[src/dcache_pkg.sv]
package dcache_pkg;

    // cache geometry
    localparam int SET_COUNT = 8;
    localparam int WAY_COUNT = 4;

    typedef logic [31:0] addr_t;
    typedef logic [2:0]  set_idx_t;
    typedef logic [1:0]  way_idx_t;
    typedef logic [9:0]  tag_t;

    // tag 0 means no transaction
    typedef logic [3:0]  mem_tag_t;
    typedef logic [4:0]  load_id_t;

    typedef enum logic [1:0] {
        MEM_BYTE = 2'd0,
        MEM_HALF = 2'd1,
        MEM_WORD = 2'd2
    } mem_size_t;

    typedef enum logic [1:0] {
        BUS_NONE  = 2'd0,
        BUS_LOAD  = 2'd1,
        BUS_STORE = 2'd2
    } bus_command_t;

    // one 64-bit line seen at three access widths
    typedef union packed {
        logic [7:0][7:0]  bytes;
        logic [3:0][15:0] halves;
        logic [1:0][31:0] words;
    } cache_line_t;

    // address split: tag [15:6], set [5:3], byte [2:0]
    function automatic set_idx_t addr_set(input addr_t addr);
        return addr[5:3];
    endfunction

    function automatic tag_t addr_tag(input addr_t addr);
        return addr[15:6];
    endfunction

endpackage

[src/tree_plru.sv]
`timescale 1ns/1ps

module tree_plru import dcache_pkg::*; (
    input  logic     clock,
    input  logic     reset,
    input  logic     update,
    input  set_idx_t update_set,
    input  way_idx_t update_way,
    input  set_idx_t lookup_set,
    output way_idx_t victim_way
);

    // bit 0 root, bit 1 left pair, bit 2 right pair
    logic [SET_COUNT-1:0][2:0] tree_bits;
    logic [2:0]                lookup_bits;

    assign lookup_bits = tree_bits[lookup_set];

    // root picks the half, then the pair bit picks the way
    always_comb begin
        if (lookup_bits[0]) begin
            victim_way = lookup_bits[2] ? 2'd3 : 2'd2;
        end else begin
            victim_way = lookup_bits[1] ? 2'd1 : 2'd0;
        end
    end

    // point away from the accessed half and way
    always_ff @(posedge clock) begin
        if (reset) begin
            tree_bits <= '0;
        end else if (update) begin
            tree_bits[update_set][0] <= ~update_way[1];
            if (update_way[1]) begin
                tree_bits[update_set][2] <= ~update_way[0];
            end else begin
                tree_bits[update_set][1] <= ~update_way[0];
            end
        end
    end

endmodule

[config.mk]
export PLATFORM = sky130hd
export DESIGN_NAME = tree_plru
export DESIGN_NICKNAME = d
export VERILOG_FILES = /design/src/dcache_pkg.sv /design/src/tree_plru.sv
export SDC_FILE = /design/constraint.sdc
export NUM_CORES = 1
export LEC_CHECK = 0
export BUFFER_PORTS_ARGS = -buffer_cell sky130_fd_sc_hd__buf_2
export CORE_MARGIN = 2
export CORE_UTILIZATION = 56
export CTS_BUF_LIST = sky130_fd_sc_hd__clkbuf_8 sky130_fd_sc_hd__clkbuf_16
export DETAILED_ROUTE_END_ITERATION = 16
export PLACE_DENSITY = 0.89
export SLEW_MARGIN = 20
export SYNTH_ARGS = -nofsm -noshare
export SYNTH_HDL_FRONTEND = slang
export SYNTH_SLANG_ARGS = --single-unit
[constraint.sdc]
create_clock -name clock -period 1.71 [get_ports clock]
set_input_delay 0.171 -clock clock [delete_from_list [all_inputs] [get_ports clock]]
set_output_delay 0.171 -clock clock [all_outputs]
set_load 0.005 [all_outputs]
==> metrics, run 1 <==
HPWL after DPL=1.76 mm; Static Leak=0.472 nW; row count=16; Hold/Removal Path Class=input port to flip-flop; DRT antenna net count=0; Final WS setup=-0.176 ns; share of cells above drive strength 1=20.3%; core area=0.00194 mm^2; VDD IR-drop max=0.568 mV; Hold Violations, Final=0; CTS buffer count=3; YS warnings=0; Largest Register=tree_bits; CTS Sinks=24; unrepaired setup endpoints after global routing=yes; Pre-Repair DR Iteration Count=4; nets@finish=136; Slew Limit Fails=0; Residual DRC=0; final std cells w/o fill=150; met2 usage=35.4%; Largest regs=tree_bits x24; post-layout min period=1.89 ns; synth top area cells=dfxtp_1 (42%), mux4_1 (9.2%), a211oi_1 (5.9%); max_slew headroom=69.4%; CTS tree=built; status=finished, violations left; Setup violations, final=1; Worst-Margin Slew=0.457 ns; post-synthesis cell count=112; power per cell area=799 mW/mm^2; GRT Util Overall=22.4%; Buf/Inv on CP=1; initial antenna violation count=0; first-pass GRT wire length=4.03 mm; crit end category=output port; Post-Route WL=2.41 mm; setup TNS=-0.176 ns; CTS Buffer Depth=2; WHS=0.300 ns; port bufs=12; Chip Width=49.3 um; max incr delay on CP=0.46 ns; height of the die=49.3 um; syn_area_per_cell=10.2 um^2; n_diodes=0; die area=0.00243 mm^2; Mapped Nets=123; Final Cycle Share=110%; vias in the first global route=868; pin count of the biggest net entering global routing=25; Clock Latency Late Sink=0.26 ns; FMAX=530 MHz; Overflow after GRT=0; violated checks=negative setup slack; register area share after synthesis=41.9%; Root Buffer=clkbuf_8; vias per cell=6.13; Layout area overhead=10.7%; Required @ worst endpoint=1.54 ns; initial core utilization=59.1%; crit path kind=flip-flop to output port; hold buffers post-CTS=0; met1 usage=30.9%; DR vias=920; delay-heaviest family, CP=multiplexers; Setup Skew=0 ns; synthesized area=0.00115 mm^2; Synth area leader=dfxtp_1; Critical Path Start Type=flip-flop; power consumption=0.00101 W; Worst Path Arrival=1.72 ns; I/O pin cnt=13; Yosys top cell area share=41.9%; CTS H-tree depth=1; Max-cap violations=0; slowest CP cell=mux4_2; Placed Instances=146; Most Crowded Layer GR=met2; post-synthesis register bit count=24; GP Congestion=0.791; Clock transition at path regs=0.08 ns; worst-path fanout max=3; GRT met3 Usage=2.76%; drt wl/cell=16.1 um; CP Cell Sequence=mux4_2, mux2_4, mux2i_1, mux2i_1, buf_2; Unique masters post-synth=27; Crit path top cell by count=mux2i_1; Initial DRC Count=29; flip-flop count of the largest register after layout=24
[what timing repair did]
| item | 4_1_cts | 5_1_grt |
|---|---|---|
| resized for setup | 1 | 0 |
| setup endpoints to repair | 1 | 1 |
| buffers inserted | 1 | 0 |
[Yosys cell counts, drive strengths merged]
| cell | instances |
|---|---|
| mux4 | 6 |
| a31oi | 2 |
| or4 | 1 |
| nand4b | 1 |
| and3 | 3 |
| buf | 2 |
| nand3 | 1 |
| nor2 | 15 |
| nand2 | 2 |
| clkbuf | 6 |
| inv | 2 |
| mux2i | 6 |
| o31ai | 1 |
| and2 | 1 |
| nor2b | 2 |
| nor3b | 3 |
| a211oi | 9 |
| a311oi | 7 |
| a21oi | 9 |
| nor3 | 7 |
| dfxtp | 24 |
| mux2 | 1 |
| nand2b | 1 |
[layer usage]
metal	up-vias	wire length, um	part of all wire (%)
li1	451	-	-
met1	430	1040	43
met2	35	1160	48
met3	4	166	6.9
met4	0	35	1.5
met5	-	0	0
[power by group]
| group | total (W) | switching (W) | leakage, nW | internal [W] |
|---|---|---|---|---|
| sequential | 0.000580 | 0.00000733 | 0.195 | 0.000572 |
| clock | 0.000319 | 0.000162 | 0.0216 | 0.000157 |
| combinational | 0.000116 | 0.0000679 | 0.255 | 0.0000481 |
| total | 0.00101 | 0.000237 | 0.472 | 0.000778 |
[logic make-up after synthesis]
| logic type | share of synthesized area (%) |
|---|---|
| and+or+nand+nor | 17.1 |
| buffers and inverters | 4.47 |
| AOI/OAI and AO/OA | 16.9 |
| muxes | 19.6 |
| DFF | 41.9 |
[final cells by class]
type                            count  area [um^2]
Clock buffer                        3         41.3
Fill cell                         171          672
Inverter                            2         7.51
Multi-Input combinational cell     78          616
Sequential cell                    24          482
Tap cell                           27         33.8
Timing Repair Buffer               16         90.1
[worst min-delay path, cell delays in order]
cell and delay [ns]:
buf_2 0.15, a31oi_1 0.14, nor3_1 0.06
[per-stage QoR]
stage | instance area (um^2) | worst slack, ns | utilization (%)
finish | 1270 | -0.176 | 65.4
CTS | 1270 | -0.190 | 65.4
detailed placement | 1220 | 0.0628 | 62.8
global placement | 1220 | 0.111 | 62.8
floorplan | 1150 | 0.235 | -
global route | 1270 | -0.269 | 65.4
[cell usage in the layout (no fill, tap or decap), types with 2 or more instances in the layout]
cell type	n
nand2_1	2
mux4_1	4
a211oi_1	9
nor2b_1	2
and3_1	3
buf_4	4
a31oi_1	2
a21oi_1	9
nor2_1	15
clkbuf_8	3
dfxtp_1	23
nor3_1	7
buf_2	12
inv_1	2
mux2i_1	6
nor3b_2	2
a311oi_1	7
mux4_2	2
[worst paths after layout]
path                              startpoint                    endpoint  slack, ns  cells past startpoint
setup / recovery  tree_bits[21]$_SDFFE_PP0P_               victim_way[0]      -0.18                      5
hold / removal                 update_set[2]  tree_bits[18]$_SDFFE_PP0P_       0.30                      3
setup reg to reg   tree_bits[7]$_SDFFE_PP0P_   tree_bits[7]$_SDFFE_PP0P_       0.91                      2
hold reg to reg   tree_bits[19]$_SDFFE_PP0P_  tree_bits[19]$_SDFFE_PP0P_       0.48                      2
(Power assumes the default switching activity.)
==> inputs of run 2 (changes only) <==
Clock period 1.71 ns to 2.1 ns, I/O delays scaled along.
==> metrics, run 2 (same netlist as run 1, synthesis figures left out) <==
Worst Path Arrival=1.73 ns; Final Cycle Share=92.4%; Pre-Repair DR Iteration Count=4; height of the die=49.3 um; FMAX=516 MHz; final std cells w/o fill=148; I/O pin cnt=13; hold buffers post-CTS=0; flip-flop count of the largest register after layout=24; pin count of the biggest net entering global routing=25; CTS buffer count=3; vias in the first global route=880; core area=0.00194 mm^2; CTS resizes=0; initial core utilization=59.1%; Overflow after GRT=0; HPWL after DPL=1.72 mm; DRT antenna net count=0; crit end category=output port; slowest CP cell=mux4_2; Final WS setup=0.160 ns; Crit path top cell by count=mux2i_1; die area=0.00243 mm^2; final core utilization=64.9%; status=finished, final reports clean; Max-cap violations=0; port bufs=12; max incr delay on CP=0.46 ns; CTS H-tree depth=1; Initial DRC Count=38; Largest Register=tree_bits; WHS=0.320 ns; power per cell area=694 mW/mm^2; delay-heaviest family, CP=multiplexers; setup TNS=0 ns; Placed Instances=144; Root Buffer=clkbuf_8; dpl ws=0.361 ns; Slew Limit Fails=0; Chip Width=49.3 um; drt wl/cell=15.9 um; Post-Route WL=2.36 mm; VDD IR-drop max=0.511 mV; Hold Violations, Final=0; max_slew headroom=70.7%; commonest non-fill, non-tap cell in the layout=dfxtp_1; unrepaired setup endpoints after global routing=no; GP Congestion=0.839; initial antenna violation count=0; Clock Latency Late Sink=0.27 ns; Hold/Removal Path Class=input port to flip-flop; DR vias=907; first-pass GRT wire length=4.02 mm; CTS tree=built; Critical Path Start Type=flip-flop; Clock transition at path regs=0.08 ns; Required @ worst endpoint=1.89 ns; worst-path fanout max=3; multi-input logic area=616 um^2; share of cells above drive strength 1=18.2%; Layout area overhead=9.81%; nets@finish=133; CTS Sinks=24; Layout fillers=164; Residual DRC=0; Setup violations, final=0; Largest regs=tree_bits x24; Buf/Inv on CP=1; crit path kind=flip-flop to output port; n_diodes=0; Static Leak=0.464 nW; vias per cell=6.13; postcts setup bufs=0; GRT Util Overall=22.4%; CTS Buffer Depth=2; CP Cell Sequence=mux4_2, mux2_4, mux2i_1, mux2i_1, buf_2; most frequent cells in the layout=dfxtp_1 (24), nor2_1 (15), buf_2 (12); Setup Skew=0 ns; Worst-Margin Slew=0.438 ns; post-layout min period=1.94 ns; Register Area=480 um^2; row count=16
## run 2: report_power, final
| part | switching, W | internal (W) | total (W) |
|---|---|---|---|
| combinational | 0.0000531 | 0.0000359 | 0.0000891 |
| sequential | 0.00000684 | 0.000466 | 0.000473 |
| clock | 0.000145 | 0.000168 | 0.000313 |
| total | 0.000205 | 0.000669 | 0.000875 |
## run 2: path summary, 6_finish.rpt
| check | start | endpoint | slack, ns | cells past startpoint |
|---|---|---|---|---|
| setup / recovery | tree_bits[15]$_SDFFE_PP0P_ | victim_way[0] | 0.16 | 5 |
| hold / removal | update_way[0] | tree_bits[16]$_SDFFE_PP0P_ | 0.32 | 2 |
| setup reg to reg | tree_bits[2]$_SDFFE_PP0P_ | tree_bits[2]$_SDFFE_PP0P_ | 1.34 | 2 |
| hold reg to reg | tree_bits[19]$_SDFFE_PP0P_ | tree_bits[19]$_SDFFE_PP0P_ | 0.49 | 2 |
## run 2: final cells by class
type,instances,area share [%]
Inverter,2,0.596
Multi-Input combinational cell,78,48.9
Tap cell,27,2.68
Timing Repair Buffer,13,5.36
Sequential cell,24,38.1
Clock buffer,4,4.37
## run 2: worst reg2reg max path, stage by stage (launching register included)
cell      delay, ns
dfxtp_1        0.36
nor2_1         0.06
a211oi_1       0.25
## run 2: routing by layer
metal	global-route usage (%)	up-vias	routed length [um]
li1	-	447	-
met1	30.6	417	1070
met2	34.0	36	1110
met3	2.76	7	114
met4	12.9	0	64
met5	0	-	0
## run 2: through the flow
stage / total power (W) / instance area (um^2)
2_1_floorplan: 0.000545 / 1150
3_3_place_gp: 0.000568 / 1200
3_5_place_dp: 0.000571 / 1200
4_1_cts: 0.000879 / 1260
5_1_grt: 0.000912 / 1260
6_report: 0.000875 / 1260
