<file path="src/dcache_pkg.sv">
package dcache_pkg;

    // cache geometry
    localparam int SET_COUNT = 8;
    localparam int WAY_COUNT = 4;

    typedef logic [31:0] addr_t;
    typedef logic [2:0]  set_idx_t;
    typedef logic [1:0]  way_idx_t;
    typedef logic [9:0]  tag_t;

    // tag 0 means no transaction
    typedef logic [3:0]  mem_tag_t;
    typedef logic [4:0]  load_id_t;

    typedef enum logic [1:0] {
        MEM_BYTE = 2'd0,
        MEM_HALF = 2'd1,
        MEM_WORD = 2'd2
    } mem_size_t;

    typedef enum logic [1:0] {
        BUS_NONE  = 2'd0,
        BUS_LOAD  = 2'd1,
        BUS_STORE = 2'd2
    } bus_command_t;

    // one 64-bit line seen at three access widths
    typedef union packed {
        logic [7:0][7:0]  bytes;
        logic [3:0][15:0] halves;
        logic [1:0][31:0] words;
    } cache_line_t;

    // address split: tag [15:6], set [5:3], byte [2:0]
    function automatic set_idx_t addr_set(input addr_t addr);
        return addr[5:3];
    endfunction

    function automatic tag_t addr_tag(input addr_t addr);
        return addr[15:6];
    endfunction

endpackage

</file>
<file path="src/load_extract.sv">
`timescale 1ns/1ps

module load_extract import dcache_pkg::*; (
    input  cache_line_t line,
    input  logic [2:0]  offset,
    input  mem_size_t   size,
    input  logic        signed_load,
    output logic [31:0] value
);

    logic [7:0]  picked_byte;
    logic [15:0] picked_half;
    logic [31:0] picked_word;

    assign picked_byte = line.bytes[offset];
    assign picked_half = line.halves[offset[2:1]];
    assign picked_word = line.words[offset[2]];

    always_comb begin
        case (size)
            MEM_BYTE: begin
                value = signed_load ? {{24{picked_byte[7]}}, picked_byte}
                                    : {24'b0, picked_byte};
            end
            MEM_HALF: begin
                value = signed_load ? {{16{picked_half[15]}}, picked_half}
                                    : {16'b0, picked_half};
            end
            default: begin
                value = picked_word;
            end
        endcase
    end

endmodule

</file>
<file path="config.mk">
export PLATFORM = sky130hd
export DESIGN_NAME = load_extract
export DESIGN_NICKNAME = d
export VERILOG_FILES = /design/src/dcache_pkg.sv /design/src/load_extract.sv
export SDC_FILE = /design/constraint.sdc
export NUM_CORES = 1
export LEC_CHECK = 0
export ABC_AREA = 1
export BUFFER_PORTS_ARGS = -buffer_cell sky130_fd_sc_hd__clkbuf_2
export CELL_PAD_IN_SITES_DETAIL_PLACEMENT = 1
export CELL_PAD_IN_SITES_GLOBAL_PLACEMENT = 2
export CORE_AREA = 3 3 95 97
export DETAILED_ROUTE_END_ITERATION = 10
export DIE_AREA = 0 0 98 100
export PLACE_DENSITY = 0.86
export SYNTH_ARGS = -nofsm -noshare
export SYNTH_HDL_FRONTEND = slang
export SYNTH_SLANG_ARGS = --single-unit
</file>
<file path="constraint.sdc">
create_clock -name vclk -period 1.4
set_clock_uncertainty 0.15 [all_clocks]
set_input_delay 0.14 -clock vclk [all_inputs]
set_output_delay 0.14 -clock vclk [all_outputs]
set_load 0.02 [all_outputs]
</file>
==> results of run 1 <==
worst min-delay path, stage by stage:
cell	delay, ns
clkbuf_2	0.10
o21ai_0	0.08
nand3_1	0.09
clkbuf_2	0.17
kinds of logic after synthesis:
family / share of synthesized area (%)
and+or+nand+nor: 41.3
buffers and inverters: 22.4
muxes: 3.84
AOI/OAI and AO/OA: 32.4
layout make-up:
class	count	area (um^2)	share of cell area (%)
Tap cell	105	131	3.94
Inverter	55	221	6.64
Multi-Input combinational cell	237	1600	48.1
Timing Repair Buffer	143	1380	41.4
power groups by stage:
stage | clock network (mW) | registers, mW | logic [mW]
floorplan | 0 | 0 | 0.529
global placement | 0 | 0 | 0.906
detailed placement | 0 | 0 | 0.919
CTS | 0 | 0 | 1.19
global route | 0 | 0 | 1.46
finish | 0 | 0 | 1.37
metal layers:
metal | vias up | share of wire, % | GRT usage (%)
met4 | 0 | 1.0 | 3.09
met2 | 62 | 54 | 32.1
li1 | 1289 | - | -
met1 | 1290 | 41 | 21.4
met3 | 7 | 4.3 | 2.22
met5 | - | 0 | 0
metrics by stage:
| step | total power, mW | setup slack (ns) | hold WS (ns) |
|---|---|---|---|
| finish | 1.37 | -0.169 | 0.574 |
| global route | 1.46 | -0.206 | 0.618 |
| CTS | 1.19 | -0.128 | 0.585 |
| detailed placement | 0.919 | -0.268 | 0.573 |
| global placement | 0.906 | -0.280 | 0.544 |
| floorplan | 0.529 | 0.0795 | 0.345 |
cell usage in the layout, fill, tap and decap left out:
cell,count
nor2_1,22
nand2_1,46
inv_12,1
inv_2,2
nor2_4,3
a21oi_2,3
nand4_4,1
o21ai_2,2
o21a_4,1
o21ai_0,27
buf_8,27
nand3_2,11
buf_6,7
clkbuf_8,5
nand2_2,3
clkbuf_2,68
o22ai_2,2
o21ai_1,11
o21a_1,17
nand3_4,13
buf_4,22
a21oi_1,10
o22ai_1,12
inv_4,1
buf_16,4
clkbuf_16,2
nand2_4,12
mux2i_1,6
inv_1,51
buf_12,8
nor2_2,4
nand3_1,28
a21oi_4,3
repair_timing:
item	in CTS	in global routing
gates resized for setup	131	81
gates cloned	4	1
pin swaps	9	11
endpoints found under the setup margin	32	32
setup buffers	4	1
endpoints found under the hold margin	0	0
final timing paths:
kind | slack, ns | end | startpoint | cells past startpoint
setup / recovery | -0.17 | value[31] | size[1] | 7
hold / removal | 0.57 | value[7] | line[39] | 4
==> results.md, run 1 <==
- Status: finished, violations left
- Failing checks: setup timing
- CP cell instances: clkbuf_2, buf_4, nor2_2, nand4_4, clkbuf_16, nand3_4, buf_8
- Input/output buffers: 102
- Most instantiated library cell after synthesis: nand2_1
- Worst Path Buf+Inv: 4
- Fin util: 40.6%
- CP max stage cell: clkbuf_16
- RSZ-0062 raised after global routing: true
- Syn nets: 386
- Synth top area share: 16.0%
- Hold_buf cts: 0
- Netlist cell types: 21
- Share of layout cells above drive strength 1: 47.1%
- Setup crit start kind: input port
- Initial Utilization: 19.0%
- Post-Syn Instances: 316
- Largest cells by area after synthesis: nand3_1, nand2_1, o21ai_0, inv_1, o21a_1
- Final period util: 112%
- Area Growth Syn to Fin: 113%
- Io pins: 102
- Post-route DRC: 0
- Worst slew margin: 72.3%
- Die Y: 100 um
- Maximum clock rate: 0.637 GHz
- Tightest Hold Check Type: in -> out
- Final min period: 1.57 ns
- Combinational share of power: 100.0%
- Final setup violation count: 30
- Internal: 656 uW
- Max stage delay on crit path: 0.22 ns
- Final instance count without filler cells: 540
- Placed inst area: 2360 um^2
- Worst-Margin Slew: 0.411 ns
- Maximum vdd drop: 0.000132 V
- Max-Cap Viols: 0
- Clock power share: 0%
- Final worst slack: -0.169 ns
- Worst Setup Path Type: in -> out
- Largest net degree at the start of global routing: 27
- Nets@finish: 507
- Grt ovf: 0
- Final Cell Area: 3330 um^2
- Switching pwr: 711 uW
- RD Place Congestion: 0.835
- Post-Place Cells: 531
- Via count: 2,648
- Die Wd: 98 um
- Worst EP required: 1.11 ns
- WL/cell: 18.0 um
- Core area: 8220 um^2
- Initial DRC count: 62
- Critical path arrival: 1.28 ns
- Pwr per Cell Area: 410 nW/um^2
- Sw frac: 52.0%
- Routed wire length: 9.70 mm
- Synth warnings: 0
- Fin Setup TNS: -3.71 ns
- Fill cell count: 1,076
- GR Util All Layers: 17.3%
- Slew Viols, Final: 0
- Antenna diodes: 0
- Std cell rows: 33
- Kind of cell adding the most delay to the critical path: buffers and inverters
- Sequential area share after synthesis: 0%
- Vias in the first global route: 2,822
- Area leader, netlist: nand3_1
- Drt via density: 4.90
- Synthesized area: 1560 um^2
- Final hold violation count: 0
- Antenna Nets Post-Route: 0
- First drt pass iteration count: 4
- Seq pwr share: 0%
- Crit. End Element: primary output
- Sequential cell count: 0
- Sequential cell area: 0 um^2
- Initial antenna violation count: 0
- First-pass GRT wire length: 13.9 mm
- Avg Cell Area, Syn: 4.95 um^2
- CLK BUF: 0
- Leak pwr: 1.79 nW
- HPWL after DPL: 6.57 mm
- CP Max Fanout: 9
- Die Footprint: 9800 um^2
- Most frequent cells after synthesis: nand2_1, inv_1, nand3_1
Power figures use the tool's default switching activity.
==> run 2, diff against run 1 <==
Settings changed: CORE_AREA 3 3 95 97 to 3 3 91 93, DIE_AREA 0 0 98 100 to 0 0 94 96, PLACE_DENSITY 0.86 to 0.92.
Clock period 1.4 ns to 1.85 ns, I/O delays scaled along.
==> run 2 against run 1 <==
The flow now finishes without violations; highest routed layer unchanged; first-iteration DRC count is 32% higher; non-clock buffer count shrank 25; count of clock-buffer cells in the layout did not move; sequential cell count stayed put; critical path type unchanged.
==> results.md, run 2 (synthesized netlist as in run 1, its figures left out) <==
- Status: finished clean
- Pwr per Cell Area: 299 nW/um^2 (-27%)
- Std cell rows: 32 (-3.0%)
- CP max stage cell: clkbuf_2
- Sequential cell area: 0 um^2 (unchanged)
- First drt pass iteration count: 4 (unchanged)
- Final hold violation count: 0 (unchanged)
- Leak pwr: 1.33 nW (-26%)
- Critical path arrival: 1.41 ns (+0.13 ns)
- Die Y: 96 um (-4.0%)
- Maximum vdd drop: 0.0000719 V (-46%)
- CP Max Fanout: 8 (-1)
- Io pins: 102 (unchanged)
- RSZ-0062 raised after global routing: true
- Post-route DRC: 0 (unchanged)
- Final instance count without filler cells: 513 (-5.0%)
- Slew Viols, Final: 0 (unchanged)
- Maximum clock rate: 0.574 GHz
- Initial antenna violation count: 0 (unchanged)
- Post-Place Cells: 512 (-3.6%)
- Routed wire length: 7.73 mm (-20%)
- Share of layout cells above drive strength 1: 31.9% (-15 points)
- Pre-CTS setup slack: -0.0108 ns (+0.257 ns)
- WL/cell: 15.1 um (-16%)
- Initial DRC count: 82 (+32%)
- Highest metal used: met4
- Area Growth Syn to Fin: 42.8%
- Final min period: 1.74 ns
- Sequential cell count: 0 (unchanged)
- Commonest cells after routing, fill and taps aside: clkbuf_2, nand2_1, inv_1, nand3_1, o21ai_0
- Die Wd: 94 um (-4.1%)
- Worst EP required: 1.51 ns (+0.40 ns)
- Antenna Nets Post-Route: 0 (unchanged)
- Die Footprint: 9020 um^2 (-7.9%)
- Via count: 2,464 (-6.9%)
- First-pass GRT wire length: 12.0 mm (-14%)
- RD Place Congestion: 0.867 (+3.8%)
- Final period util: 94.1%
- CLK BUF: 0 (unchanged)
- Drt via density: 4.80 (-2.1%)
- Antenna diodes: 0 (unchanged)
- Input/output buffers: 102 (unchanged)
- Tightest Hold Check Type: in -> out
- HPWL after DPL: 6.35 mm (-3.4%)
- Max stage delay on crit path: 0.20 ns (-0.02 ns)
- CP cell instances: clkbuf_2, inv_4, buf_4, a21oi_2, buf_4, o22ai_1, inv_1, nand2_1, clkbuf_2
- Core area: 7610 um^2 (-7.4%)
- Hold_buf cts: 0 (unchanged)
- Worst slew margin: 77.8% (+5.5 points)
- Largest net degree at the start of global routing: 33 (+22%)
- Crit. End Element: primary output
- Nets@finish: 483 (-4.7%)
- Worst Setup Path Type: in -> out
- Initial Utilization: 20.5% (+1.5 points)
- GR Util All Layers: 16.3% (-0.95 points)
- WL met2: 3.88 mm (-26%)
- Max-Cap Viols: 0 (unchanged)
- Grt ovf: 0 (unchanged)
- Commonest non-fill, non-tap cell in the layout: clkbuf_2
- Routed length on met1: 3.30 mm (-16%)
- Setup crit start kind: input port
- Final worst slack: 0.109 ns (+0.278 ns)
- Met3 Wirelength: 390 um (-6.5%)
- Final setup violation count: 0 (-100%)
- Vias in the first global route: 2,557 (-9.4%)
- Worst-Margin Slew: 0.332 ns (-0.0790 ns)
[run 2: cell types whose count changed in the layout (fill, tap and decap cells not counted), moves of 5 or more]
cell | before | now
clkbuf_2 | 68 | 100
buf_8 | 27 | 0
o21ai_0 | 27 | 40
nand3_2 | 11 | 1
o21ai_1 | 11 | 0
buf_6 | 7 | 0
clkbuf_8 | 5 | 0
nand3_1 | 28 | 50
nand3_4 | 13 | 2
buf_4 | 22 | 14
buf_12 | 8 | 2
a21oi_1 | 10 | 15
nand2_1 | 46 | 59
nand2_4 | 12 | 0
[run 2: layout make-up]
type	instances	area [um^2]
inverter	55	209
fill	1086	5380
multi-input combinational	238	1240
tap	102	128
timing repair buffer	118	656
[run 2: worst paths after layout]
check | from | depth (start not counted) | to
worst min-delay path | line[39] | 4 | value[7]
worst max-delay path | offset[1] | 9 | value[2]
[run 2: per-stage QoR]
stage | utilization (%) | area, um^2 | TNS (ns) | hold slack, ns | power [mW]
after CTS | 28.9 | 2200 | -0.0308 | 0.640 | 0.664
after detailed placement | 28.9 | 2200 | -0.0108 | 0.637 | 0.662
final | 29.3 | 2230 | 0 | 0.643 | 0.667
after floorplan | - | 1560 | 0 | 0.435 | 0.400
after global routing | 29.3 | 2230 | -0.0150 | 0.678 | 0.745
after global placement | 28.9 | 2200 | 0 | 0.642 | 0.647
[run 2: metal layers]
| metal | up-vias | GRT usage, % |
|---|---|---|
| li1 | 1235 | - |
| met4 | 0 | 3.61 |
| met2 | 65 | 30.2 |
| met1 | 1153 | 20.1 |
| met3 | 11 | 2.03 |
| met5 | - | 0 |
[run 2: report_power, final]
part           total (mW)  internal [mW]  switching, mW
clock network           0              0              0
logic               0.667          0.253          0.414
registers               0              0              0
total               0.667          0.253          0.414
[run 2: what timing repair did]
| action | in CTS | in global routing |
|---|---|---|
| cloned | 0 | 1 |
| endpoints found under the hold margin | 0 | 0 |
| endpoints found under the setup margin | 4 | 24 |
| gates resized for setup | 0 | 5 |
| setup buffers | 0 | 0 |
[run 2: critical path: cells and delay by family]
family / cells / cell delay (ns)
buffers and inverters: 6 / 0.89
AOI/OAI and AO/OA: 2 / 0.26
and+or+nand+nor: 1 / 0.07
