==> src/dcache_pkg.sv <==
package dcache_pkg;

    // cache geometry
    localparam int SET_COUNT = 8;
    localparam int WAY_COUNT = 4;

    typedef logic [31:0] addr_t;
    typedef logic [2:0]  set_idx_t;
    typedef logic [1:0]  way_idx_t;
    typedef logic [9:0]  tag_t;

    // tag 0 means no transaction
    typedef logic [3:0]  mem_tag_t;
    typedef logic [4:0]  load_id_t;

    typedef enum logic [1:0] {
        MEM_BYTE = 2'd0,
        MEM_HALF = 2'd1,
        MEM_WORD = 2'd2
    } mem_size_t;

    typedef enum logic [1:0] {
        BUS_NONE  = 2'd0,
        BUS_LOAD  = 2'd1,
        BUS_STORE = 2'd2
    } bus_command_t;

    // one 64-bit line seen at three access widths
    typedef union packed {
        logic [7:0][7:0]  bytes;
        logic [3:0][15:0] halves;
        logic [1:0][31:0] words;
    } cache_line_t;

    // address split: tag [15:6], set [5:3], byte [2:0]
    function automatic set_idx_t addr_set(input addr_t addr);
        return addr[5:3];
    endfunction

    function automatic tag_t addr_tag(input addr_t addr);
        return addr[15:6];
    endfunction

endpackage

==> src/miss_buffer.sv <==
`timescale 1ns/1ps

module miss_buffer import dcache_pkg::*; #(
    parameter int MISS_DEPTH = 4
) (
    input  logic        clock,
    input  logic        reset,
    input  logic        flush,

    input  logic        enqueue,
    input  addr_t       load_addr,
    input  mem_size_t   load_size,
    input  logic        load_signed,
    input  load_id_t    load_id,
    output logic        load_ready,

    output logic        issue_valid,
    output addr_t       issue_addr,
    input  logic        issue_blocked,
    input  mem_tag_t    mem_response,

    input  mem_tag_t    mem_tag,
    input  cache_line_t mem_rdata,

    output logic        head_done,
    output addr_t       head_addr,
    output mem_size_t   head_size,
    output logic        head_signed,
    output load_id_t    head_id,
    output cache_line_t head_line,
    input  logic        retire
);

    localparam int PTR_W = (MISS_DEPTH > 1) ? $clog2(MISS_DEPTH) : 1;

    logic [PTR_W-1:0] head_ptr;
    logic [PTR_W-1:0] send_ptr;
    logic [PTR_W-1:0] tail_ptr;

    // per-entry state
    logic [MISS_DEPTH-1:0] entry_valid;
    logic [MISS_DEPTH-1:0] entry_sent;
    logic [MISS_DEPTH-1:0] entry_done;
    logic [MISS_DEPTH-1:0] capture;

    // per-entry payload
    addr_t       entry_addr   [MISS_DEPTH];
    mem_size_t   entry_size   [MISS_DEPTH];
    logic        entry_signed [MISS_DEPTH];
    load_id_t    entry_id     [MISS_DEPTH];
    mem_tag_t    entry_tag    [MISS_DEPTH];
    cache_line_t entry_line   [MISS_DEPTH];

    logic accept;

    function automatic logic [PTR_W-1:0] ptr_next(input logic [PTR_W-1:0] ptr);
        return (ptr == PTR_W'(MISS_DEPTH - 1)) ? '0 : ptr + 1'b1;
    endfunction

    // full once the tail slot is still occupied
    assign load_ready  = !entry_valid[tail_ptr];

    assign issue_valid = entry_valid[send_ptr] && !entry_sent[send_ptr];
    assign issue_addr  = entry_addr[send_ptr];
    assign accept      = issue_valid && !issue_blocked && (mem_response != '0);

    // returning data matched against every outstanding tag
    always_comb begin
        for (int i = 0; i < MISS_DEPTH; i++) begin
            capture[i] = entry_valid[i] && entry_sent[i] && !entry_done[i]
                         && (mem_tag != '0) && (entry_tag[i] == mem_tag);
        end
    end

    assign head_done   = entry_valid[head_ptr] && entry_done[head_ptr];
    assign head_addr   = entry_addr[head_ptr];
    assign head_size   = entry_size[head_ptr];
    assign head_signed = entry_signed[head_ptr];
    assign head_id     = entry_id[head_ptr];
    assign head_line   = entry_line[head_ptr];

    always_ff @(posedge clock) begin
        if (reset || flush) begin
            entry_valid <= '0;
            entry_sent  <= '0;
            entry_done  <= '0;
            head_ptr    <= '0;
            send_ptr    <= '0;
            tail_ptr    <= '0;
        end else begin
            if (enqueue) begin
                entry_valid[tail_ptr] <= 1'b1;
                entry_sent[tail_ptr]  <= 1'b0;
                entry_done[tail_ptr]  <= 1'b0;
                tail_ptr              <= ptr_next(tail_ptr);
            end
            // refused reads stay at the send pointer
            if (accept) begin
                entry_sent[send_ptr] <= 1'b1;
                send_ptr             <= ptr_next(send_ptr);
            end
            for (int i = 0; i < MISS_DEPTH; i++) begin
                if (capture[i]) begin
                    entry_done[i] <= 1'b1;
                end
            end
            if (retire) begin
                entry_valid[head_ptr] <= 1'b0;
                head_ptr              <= ptr_next(head_ptr);
            end
        end
    end

    always_ff @(posedge clock) begin
        if (enqueue) begin
            entry_addr[tail_ptr]   <= load_addr;
            entry_size[tail_ptr]   <= load_size;
            entry_signed[tail_ptr] <= load_signed;
            entry_id[tail_ptr]     <= load_id;
        end
        if (accept) begin
            entry_tag[send_ptr] <= mem_response;
        end
        for (int i = 0; i < MISS_DEPTH; i++) begin
            if (capture[i]) begin
                entry_line[i] <= mem_rdata;
            end
        end
    end

    a_no_enqueue_full: assert property (@(posedge clock) disable iff (reset)
        enqueue |-> load_ready)
        else $error("miss enqueued while the buffer is full");

    a_retire_done: assert property (@(posedge clock) disable iff (reset)
        retire |-> head_done)
        else $error("retire without data at the head");

endmodule

==> config.mk <==
export PLATFORM = sky130hd
export DESIGN_NAME = miss_buffer
export DESIGN_NICKNAME = d
export VERILOG_FILES = /design/src/dcache_pkg.sv /design/src/miss_buffer.sv
export SDC_FILE = /design/constraint.sdc
export NUM_CORES = 1
export LEC_CHECK = 0
export ABC_AREA = 1
export BUFFER_PORTS_ARGS = -buffer_cell sky130_fd_sc_hd__buf_2
export CAP_MARGIN = 20
export CORE_MARGIN = 4
export CORE_UTILIZATION = 60
export CTS_CLUSTER_SIZE = 14
export DETAILED_ROUTE_END_ITERATION = 10
export PLACE_DENSITY = 0.83
export SLEW_MARGIN = 25
export SYNTH_ARGS = -nofsm -noshare
export SYNTH_HDL_FRONTEND = slang
export SYNTH_SLANG_ARGS = --single-unit
==> constraint.sdc <==
create_clock -name clock -period 6.95 [get_ports clock]
set_input_delay 1.39 -clock clock [delete_from_list [all_inputs] [get_ports clock]]
set_output_delay 1.39 -clock clock [all_outputs]
set_load 0.05 [all_outputs]
==> impl_metrics.py, run 1 <==
metrics = {
    "route": {
        "drc_errors": 0,
        "first_pass_iters": 5,
        "first_iter_violations": 1363,
        "ant_nets": 0,
        "wl_um": 41200,
        "routedWlPerCell_um": 20.0,
        "via_count": 12300,
        "vias_per_cell": 5.97,
    },
    "global_route": {
        "grt_usage_pct": 23.9,
        "antenna_found_initial": 4,
        "grt_max_degree": 144,
        "grt-ovfl-total": 0,
        "grt_pass1_wl_um": 63200,
        "grt_pass1_vias": 11919,
    },
    "timing": {
        "rsz0062_at_grt": "false",
        "setup_viol": 0,
        "hold_slack_ns": 0.464,
        "fin_crit_sh_pct": 66.1,
        "finalHoldViolCount": 0,
        "timing.final.ws_setup_ns": 2.36,
        "slew_headroom_pct": 32.7,
        "drv_slew": 0,
        "min_period_ns": 4.59,
        "tightest_slew_ns": 1.01,
        "finalSetupTns_ns": 0,
        "finClkSkew_ns": 0.0183,
        "fmax_mhz": 218,
    },
    "final_layout": {
        "drive_gt1_share_pct": 20.7,
        "nets": 1765,
        "multi_input_area_mm2": 0.00406,
        "synthToLayoutAreaGrowth_pct": 15.6,
        "regArea_mm2": 0.0134,
        "fin_util_pct": 70.6,
        "fill_cells": 1884,
    },
    "yosys": {
        "synth_cell_types": 31,
        "synthSimpleGateAreaFrac_pct": 7.83,
        "seq_area_frac_synth_pct": 73.9,
        "synthXorXnorAreaFrac_pct": 0.531,
        "synth_top_family_by_area": "compound AO/OA/AOI/OAI gates",
        "syn-num-nets": 1535,
        "synth_seq_cells": 454,
        "synth_compound_area_share_pct": 13.1,
        "synth.area.mux_share_pct": 0,
        "syn_inst": 1405,
        "synth.avg_cell_area_um2": 12.9,
        "synth_area_mm2": 0.0182,
        "synth_fa_ha_area_share_pct": 0.827,
        "yosysWarnings": 0,
    },
    "clocking": {
        "clk_pin_slew_ns": 0.06,
        "cts_htree_levels": 2,
        "cts_buffers": 45,
        "cts_resized": 0,
        "clock_sinks": 454,
        "cts_root_buffer": "clkbuf_16",
        "clk_latency_ns": 0.54,
        "cts_hold_repair.buffers": 0,
        "cts_tree": "done",
        "cts_buffer_depth": 3,
        "post_cts_buffers": 0,
    },
    "power_and_ir_drop": {
        "swShare_pct": 23.5,
        "power_frac_clock_pct": 38.8,
        "leakagePower_nw": 7.51,
        "internal_power_mw": 4.48,
        "irDropWorstVdd_uv": 242,
        "switching_power_mw": 1.38,
        "p_comb_share_pct": 9.3,
        "seqPwrFrac_pct": 51.9,
        "power.density_mw_per_mm2": 279,
    },
    "place": {
        "hpwl_um": 23700,
        "portBuffers": 256,
        "pre_cts_ws_ns": 2.55,
        "gp_congestion": 0.872,
    },
    "die": {
        "fp.dieH_um": 182,
        "io_pins": 257,
        "rows": 63,
        "core-area_mm2": 0.0297,
        "die_w_um": 182,
        "initial_core_util_pct": 61.1,
        "dieArea_mm2": 0.0331,
    },
    "worst_setup_path": {
        "r2r_slack_ns": 4.82,
        "arrival_ns": 3.20,
        "crit_path_max_fanout": 72,
        "start_kind": "register",
        "criticalPathCategory": "reg -> out",
        "cp.required_ns": 5.56,
        "crit_path_end_kind": "output port",
    },
    "outcome": {
        "outcome": "finished, final reports clean",
    },
    "min_path": {
        "hp-class": "reg -> reg",
    },
    "job": {
        "drv_cap": 0,
    },
}
sequential cells by signal (all words and copies together), names as in the netlist, 4 cells and up, named ones only:
| name | count |
|---|---|
| entry_id | 20 |
| entry_addr | 128 |
| entry_signed | 4 |
| entry_sent | 4 |
| entry_size | 8 |
| entry_done | 4 |
| entry_tag | 16 |
| entry_line | 256 |
| entry_valid | 4 |
logic make-up after synthesis:
group,after synthesis
flops,454
xor+xnor,11
buf+inv,130
fa+ha+maj,12
compound gates,436
simple gates,362
per-layer routing:
layer / share of wire [%] / up-vias / track usage, % / wire length, µm
met5: 0.092 / - / 0 / 38
met4: 3.0 / 6 / 8.14 / 1230
met3: 8.6 / 96 / 3.97 / 3540
met2: 50 / 659 / 40.8 / 20600
met1: 38 / 5868 / 31.6 / 15800
li1: - / 5671 / - / -
power groups by stage:
stage	logic, mW	registers [mW]	clock network [mW]
after floorplan	0.379	3.09	0
after global placement	0.519	3.10	0
after detailed placement	0.531	3.10	0
after CTS	0.533	3.04	2.30
after global routing	0.573	3.04	2.42
final	0.543	3.04	2.27
worst paths after layout:
| kind | from | endpoint | cells after the start |
|---|---|---|---|
| setup / recovery | register | head_addr[0] | 6 |
| hold / removal | entry_sent[1]$_SDFF_PP0_ | entry_sent[1]$_SDFF_PP0_ | 2 |
| setup reg to reg | entry_valid[3]$_SDFF_PP0_ | entry_line[3][59]$_DFFE_PP_ | 7 |
| hold reg to reg | entry_sent[1]$_SDFF_PP0_ | entry_sent[1]$_SDFF_PP0_ | 2 |
stage by stage:
step	instance area [µm²]	instances	power [mW]
floorplan	18200	1405	3.47
global placement	19500	1975	3.62
detailed placement	19500	1976	3.63
CTS	20900	2057	5.88
global route	21000	2060	6.04
finish	21000	2060	5.85
synth_stat cells (all sizes together):
library cell | instances | area share [%]
edfxtp | 432 | 71
nor2 | 298 | 6.2
o21ai | 275 | 7.6
o22ai | 136 | 4.7
buf | 53 | 2.2
nand2 | 43 | 0.89
inv | 40 | 0.85
clkbuf | 37 | 0.81
dfxtp | 22 | 2.4
a21oi | 18 | 0.52
ha | 12 | 0.83
nand3 | 11 | 0.41
xor2 | 8 | 0.39
nand4 | 5 | 0.17
nand3b | 4 | 0.17
a221oi | 3 | 0.18
xnor2 | 3 | 0.14
a31oi | 2 | 0.069
a22oi | 1 | 0.041
nor3 | 1 | 0.028
o2111ai | 1 | 0.048
cell usage in the layout (no fill, tap or decap), types with 2 or more instances in the layout:
master     synthesis  layout
clkinv_2           0       5
edfxtp_1         432     432
nand4_1            5       5
dfxtp_1           22      19
nand3b_1           4       4
inv_2              2       4
o21ai_1           25      25
nand3_1            7       7
o21ai_0          250     250
nand2_1           43      43
inv_1             37      33
a21oi_1           17      17
buf_4              4      13
a31oi_1            2       2
a221oi_1           2       2
buf_2             32     256
ha_1              12      12
nor2_1           298     297
o22ai_1          136     136
dfxtp_2            0       2
clkinv_1           0      14
nand3_2            4       4
bufinv_16          0       3
buf_16             0       3
xnor2_1            3       3
xor2_1             8       8
clkbuf_1          30      11
clkbuf_16          0      46
critical path, stage by stage (launching register included):
cell and delay, ns:
dfxtp_4 0.45, inv_6 0.42, buf_16 0.35, buf_4 0.59, o21ai_0 0.17, o22ai_1 0.26
buf_2 0.33
layout make-up:
| class | count | area share (%) |
|---|---|---|
| Sequential cell | 454 | 63.9 |
| Multi-Input combinational cell | 821 | 19.3 |
| Timing Repair Buffer | 273 | 7.02 |
| Clock buffer | 58 | 5.75 |
| Tap cell | 390 | 2.32 |
| Clock inverter | 23 | 0.888 |
| Inverter | 40 | 0.757 |
| Antenna cell | 1 | 0.0119 |
(Power assumes the default switching activity.)
==> run 2, diff against run 1 <==
- ABC_AREA: 1 -> 0
- CORE_UTILIZATION: 60 -> 51
- PLACE_DENSITY: 0.83 -> 0.75
- clock period: 6.95 -> 3.8 ns (I/O delays scaled with it)
==> impl_metrics.py, run 2 <==
metrics = {
    "route": {
        "wl_um": 35600,
        "vias_per_cell": 5.66,
        "via_count": 8601,
        "drc_errors": 0,
        "first_pass_iters": 4,
        "first_iter_violations": 640,
        "routedWlPerCell_um": 23.4,
        "ant_nets": 0,
    },
    "timing": {
        "rsz0062_at_grt": "false",
        "drv_slew": 0,
        "tightest_slew_ns": 0.840,
        "fin_crit_sh_pct": 81.7,
        "slew_headroom_pct": 43.8,
        "finalSetupTns_ns": 0,
        "min_period_ns": 3.10,
        "finalHoldViolCount": 0,
        "finClkSkew_ns": 0.0194,
        "setup_viol": 0,
        "hold_slack_ns": 0.425,
        "fmax_mhz": 322,
    },
    "global_route": {
        "grt-ovfl-total": 0,
        "grt_usage_pct": 18.8,
        "antenna_found_initial": 10,
        "grt_pass1_wl_um": 54700,
        "grt_pass1_vias": 9066,
        "grt_max_degree": 65,
    },
    "final_layout": {
        "synthToLayoutAreaGrowth_pct": 19.9,
        "largest-register": "entry_line",
        "mostFrequentLayoutCells": "edfxtp_1 (432), buf_2 (256), mux4_2 (137)",
        "nets": 1160,
        "drive_gt1_share_pct": 46.8,
        "final_common_cell": "edfxtp_1",
        "largest_reg_flops": 256,
        "reg.largest.list": "entry_line: 256 flops, entry_addr: 128 flops, entry_id: 20 flops",
        "fill_cells": 2332,
    },
    "yosys": {
        "synthTopCellsByCount": "edfxtp_1 (432), mux4_2 (137), dfxtp_1 (22)",
        "synth_seq_cells": 454,
        "synth_top_cell_by_area": "edfxtp_1",
        "synth_top_area_share_pct": 74.1,
        "syn_inst": 745,
        "syn-num-nets": 875,
        "seq_area_frac_synth_pct": 76.6,
        "synthArstFlopShare_pct": 0,
        "yosysMostFrequentCell": "edfxtp_1",
        "synth_cell_types": 34,
        "synth_area_leaders": "edfxtp_1 (74%), mux4_2 (18%), dfxtp_1 (2.5%)",
        "yosys_most_used_dff": "edfxtp_1",
        "yosysWarnings": 0,
        "synth_area_mm2": 0.0175,
        "synth.avg_cell_area_um2": 23.5,
        "synth_edf_count": 432,
    },
    "worst_setup_path": {
        "crit_path_end_kind": "output port",
        "criticalPathCategory": "reg -> out",
        "crit_path_max_fanout": 14,
        "slowest_stage": "dfxtp_2",
        "arrival_ns": 2.34,
        "start_kind": "register",
        "crit_chain": "buf_4, mux4_2, buf_2",
        "critical_path.max_stage_delay_ns": 0.67,
        "cp.required_ns": 3.04,
    },
    "clocking": {
        "clk_pin_slew_ns": 0.06,
        "cts_htree_levels": 2,
        "cts_buffers": 45,
        "clk_latency_ns": 0.55,
        "clock_sinks": 454,
        "cts_buffer_depth": 3,
        "cts_hold_repair.buffers": 0,
        "cts_resized": 0,
        "post_cts_buffers": 0,
        "cts_tree": "done",
        "cts_root_buffer": "clkbuf_16",
    },
    "place": {
        "portBuffers": 256,
        "gp_congestion": 0.764,
        "hpwl_um": 22800,
    },
    "power_and_ir_drop": {
        "power.density_mw_per_mm2": 505,
        "power_frac_clock_pct": 40.5,
        "irDropWorstVdd_uv": 391,
        "swShare_pct": 22.1,
        "p_comb_share_pct": 7.0,
        "switching_power_mw": 2.34,
        "leakagePower_nw": 6.99,
        "seqPwrFrac_pct": 52.4,
        "internal_power_mw": 8.25,
    },
    "die": {
        "fp.dieH_um": 193,
        "dieArea_mm2": 0.0373,
        "rows": 67,
        "core-area_mm2": 0.0337,
        "die_w_um": 193,
        "io_pins": 257,
        "initial_core_util_pct": 51.9,
    },
    "outcome": {
        "outcome": "finished, final reports clean",
    },
    "job": {
        "drv_cap": 0,
    },
    "min_path": {
        "hp-class": "in -> reg",
    },
}
==> run 2: cell families (layout without fill, tap and decap cells) <==
| logic type | count (synthesis) | in the layout | share of synthesized area [%] |
|---|---|---|---|
| adders and majority gates | 12 | 12 | 0.858 |
| muxes | 141 | 141 | 18.0 |
| xor gates and xnor gates | 15 | 15 | 0.751 |
| DFF | 454 | 454 | 76.6 |
| AOI/OAI and AO/OA | 21 | 21 | 0.929 |
| buffers and inverters | 47 | 368 | 1.15 |
| other | 0 | 6 | 0 |
| and+or+nand+nor | 55 | 55 | 1.72 |
==> run 2: critical path, delay by kind of cell (launching register included) <==
| family | cells | cell delay [ns] |
|---|---|---|
| buf+inv | 2 | 0.59 |
| mux | 1 | 0.54 |
| flops | 1 | 0.67 |
==> run 2: stage by stage <==
stage	cell area, µm²	std cells	worst slack (ns)	utilization (%)	power (mW)
2_1_floorplan	17500	745	0.421	-	6.17
3_3_place_gp	19500	1431	1.22	57.9	6.40
3_5_place_dp	19500	1431	1.18	57.9	6.41
4_1_cts	21000	1514	0.630	62.2	10.7
5_1_grt	21000	1516	0.547	62.3	11.0
6_report	21000	1520	0.697	62.3	10.6
==> run 2: power by group through the flow <==
stage / Combinational, mW / Clock, mW / Sequential (mW)
CTS: 0.752 / 4.39 / 5.55
floorplan: 0.519 / 0 / 5.65
finish: 0.745 / 4.29 / 5.55
detailed placement: 0.751 / 0 / 5.66
global placement: 0.739 / 0 / 5.66
global route: 0.785 / 4.62 / 5.55
==> run 2: path summary, 6_finish.rpt <==
kind,from,slack (ns),cells after the start,end
max,register,0.70,3,issue_addr[13]
min,mem_rdata[37],0.42,1,entry_line[1][37]$_DFFE_PP_
max reg2reg,entry_tag[2][1]$_DFFE_PP_,1.77,4,entry_line[2][55]$_DFFE_PP_
min reg2reg,entry_done[1]$_SDFFE_PP0P_,0.46,2,entry_done[1]$_SDFFE_PP0P_
==> run 2: layout make-up <==
| cell class | count | area (µm²) | area share (%) |
|---|---|---|---|
| sequential | 454 | 13400 | 63.9 |
| multi-input combinational | 244 | 3940 | 18.8 |
| timing repair buffer | 278 | 1570 | 7.49 |
| clock buffer | 55 | 1210 | 5.79 |
| tap | 448 | 561 | 2.67 |
| clock inverter | 28 | 244 | 1.16 |
| inverter | 7 | 26.3 | 0.125 |
| antenna | 6 | 15.0 | 0.0715 |
==> run 2: metal layers <==
layer / share of wire (%) / up-vias / wire length [µm] / track usage (%)
li1: - / 3765 / - / -
met2: 50 / 312 / 17700 / 30.9
met3: 8.8 / 67 / 3130 / 5.90
met5: 0.21 / - / 73 / 0
met1: 39 / 4445 / 14000 / 25.3
met4: 2.0 / 12 / 700 / 4.30
==> run 3, diff against run 2 <==
- CORE_UTILIZATION: 51 -> 57
- PLACE_DENSITY: 0.75 -> 0.8
- clock period: 3.8 -> 3.2 ns (I/O delays scaled with it)
==> impl_metrics.py, run 3 (synthesis gave the netlist of run 2 again) <==
metrics = {
    "place": {
        "pre_cts_ws_ns": 0.889,
        "gp_congestion": 0.776,
        "hpwl_um": 21600,
        "postPlaceCellArea_mm2": 0.0194,
        "portBuffers": 256,
    },
    "timing": {
        "hold_slack_ns": 0.289,
        "setup_viol": 0,
        "fin_crit_sh_pct": 89.1,
        "finalSetupTns_ns": 0,
        "slew_headroom_pct": 35.4,
        "rsz0062_at_grt": "false",
        "drv_slew": 0,
        "timing.final.ws_setup_ns": 0.350,
        "finalHoldViolCount": 0,
        "fmax_mhz": 351,
        "min_period_ns": 2.85,
        "tightest_slew_ns": 0.960,
        "finClkSkew_ns": 0.0208,
    },
    "die": {
        "core-area_mm2": 0.0300,
        "io_pins": 257,
        "rows": 63,
        "die_w_um": 183,
        "dieArea_mm2": 0.0336,
        "fp.dieH_um": 183,
        "initial_core_util_pct": 58.4,
    },
    "route": {
        "ant_nets": 0,
        "routedWlPerCell_um": 24.8,
        "vias_per_cell": 5.91,
        "wl_um": 36100,
        "first_iter_violations": 766,
        "first_pass_iters": 5,
        "via_count": 8622,
        "drc_errors": 0,
    },
    "clocking": {
        "clk_pin_slew_ns": 0.06,
        "cts_resized": 0,
        "cts_buffers": 46,
        "clock_sinks": 454,
        "cts_htree_levels": 2,
        "cts_root_buffer": "clkbuf_16",
        "post_cts_buffers": 0,
        "cts_buffer_depth": 3,
        "clk_latency_ns": 0.56,
        "cts_hold_repair.buffers": 0,
        "cts_tree": "done",
    },
    "worst_setup_path": {
        "r2r_cells": 4,
        "r2r_slack_ns": 1.38,
        "criticalPathCategory": "reg -> out",
        "crit_path_end_kind": "output port",
        "r2r_start": "tail_ptr[0]$_SDFFE_PP0P_",
        "crit_path_end": "head_line[7]",
        "timing.rr.end": "entry_addr[0][12]$_DFFE_PP_",
        "crit_path_max_fanout": 38,
        "cp.required_ns": 2.56,
        "arrival_ns": 2.21,
        "start_kind": "register",
    },
    "outcome": {
        "outcome": "finished, final reports clean",
    },
    "final_layout": {
        "drive_gt1_share_pct": 47.2,
        "reg.largest.list": "entry_line: 256 flops, entry_addr: 128 flops, entry_id: 20 flops",
        "nets": 1158,
        "largest-register": "entry_line",
        "synthToLayoutAreaGrowth_pct": 20.0,
        "mostFrequentLayoutCells": "edfxtp_1 (432), buf_2 (256), mux4_2 (137)",
        "final_common_cell": "edfxtp_1",
        "finalInstanceArea_mm2": 0.0210,
        "largest_reg_flops": 256,
    },
    "global_route": {
        "grt_pass1_wl_um": 55100,
        "grt-ovfl-total": 0,
        "antenna_found_initial": 4,
        "grt_max_degree": 66,
        "grt_pass1_vias": 9184,
        "grt_usage_pct": 21.6,
    },
    "job": {
        "drv_cap": 0,
    },
    "min_path": {
        "hold_start": "mem_rdata[18]",
        "hp-class": "in -> reg",
    },
    "power_and_ir_drop": {
        "leakagePower_nw": 7.03,
        "power.density_mw_per_mm2": 617,
        "irDropWorstVdd_uv": 483,
    },
}
## run 3: cell types whose count changed in the layout (fill, tap and decap cells not counted), moves of 2 or more
cell and change:
clkbuf_8 -2, diode_2 -2, clkinv_1 -3, buf_4 -3
bufinv_16 +4, clkinv_2 +2, clkbuf_1 -2
## run 3: metrics by stage
step           std cells  utilization (%)  power [mW]
6_report            1458             70.1        13.0
5_1_grt             1454             70.1        13.4
4_1_cts             1454             70.1        13.1
3_5_place_dp        1370             64.8        7.61
3_3_place_gp        1370             64.8        7.59
2_1_floorplan        745                -        7.32
## run 3: where the power goes
| group | total [mW] | internal [mW] | switching, mW |
|---|---|---|---|
| combinational | 0.893 | 0.280 | 0.613 |
| sequential | 6.59 | 6.56 | 0.0294 |
| clock | 5.47 | 3.26 | 2.22 |
| total | 13.0 | 10.1 | 2.86 |
## run 3: cell type report
type / instances / area [µm²]
clock inverter: 33 / 390
antenna: 4 / 10.0
timing repair buffer: 275 / 1550
multi-input combinational: 244 / 3940
tap: 390 / 488
fill: 1776 / 8950
inverter: 7 / 26.3
sequential: 454 / 13400
clock buffer: 51 / 1180
## run 3: critical path, stage by stage, from the launching register on
cell     delay [ns]
dfxtp_4        0.72
buf_12         0.32
mux4_2         0.37
buf_2          0.23
## run 3: worst min-delay path by stage
stage                                   to  slack (ns)  depth (start not counted)
2_1_floorplan   entry_done[1]$_SDFFE_PP0P_        0.42                          2
3_3_place_gp    entry_done[2]$_SDFFE_PP0P_        0.47                          2
3_5_place_dp    entry_done[1]$_SDFFE_PP0P_        0.46                          2
4_1_cts        entry_line[1][18]$_DFFE_PP_        0.26                          1
5_1_grt        entry_line[2][61]$_DFFE_PP_        0.28                          1
6_report       entry_line[1][18]$_DFFE_PP_        0.29                          1
## run 3: metal layers
metal | global-route usage [%] | wire length, µm | share of wire (%)
met3 | 7.00 | 3570 | 9.9
met2 | 35.4 | 18200 | 50
met4 | 5.48 | 800 | 2.2
met5 | 0 | 53 | 0.15
met1 | 28.6 | 13500 | 37
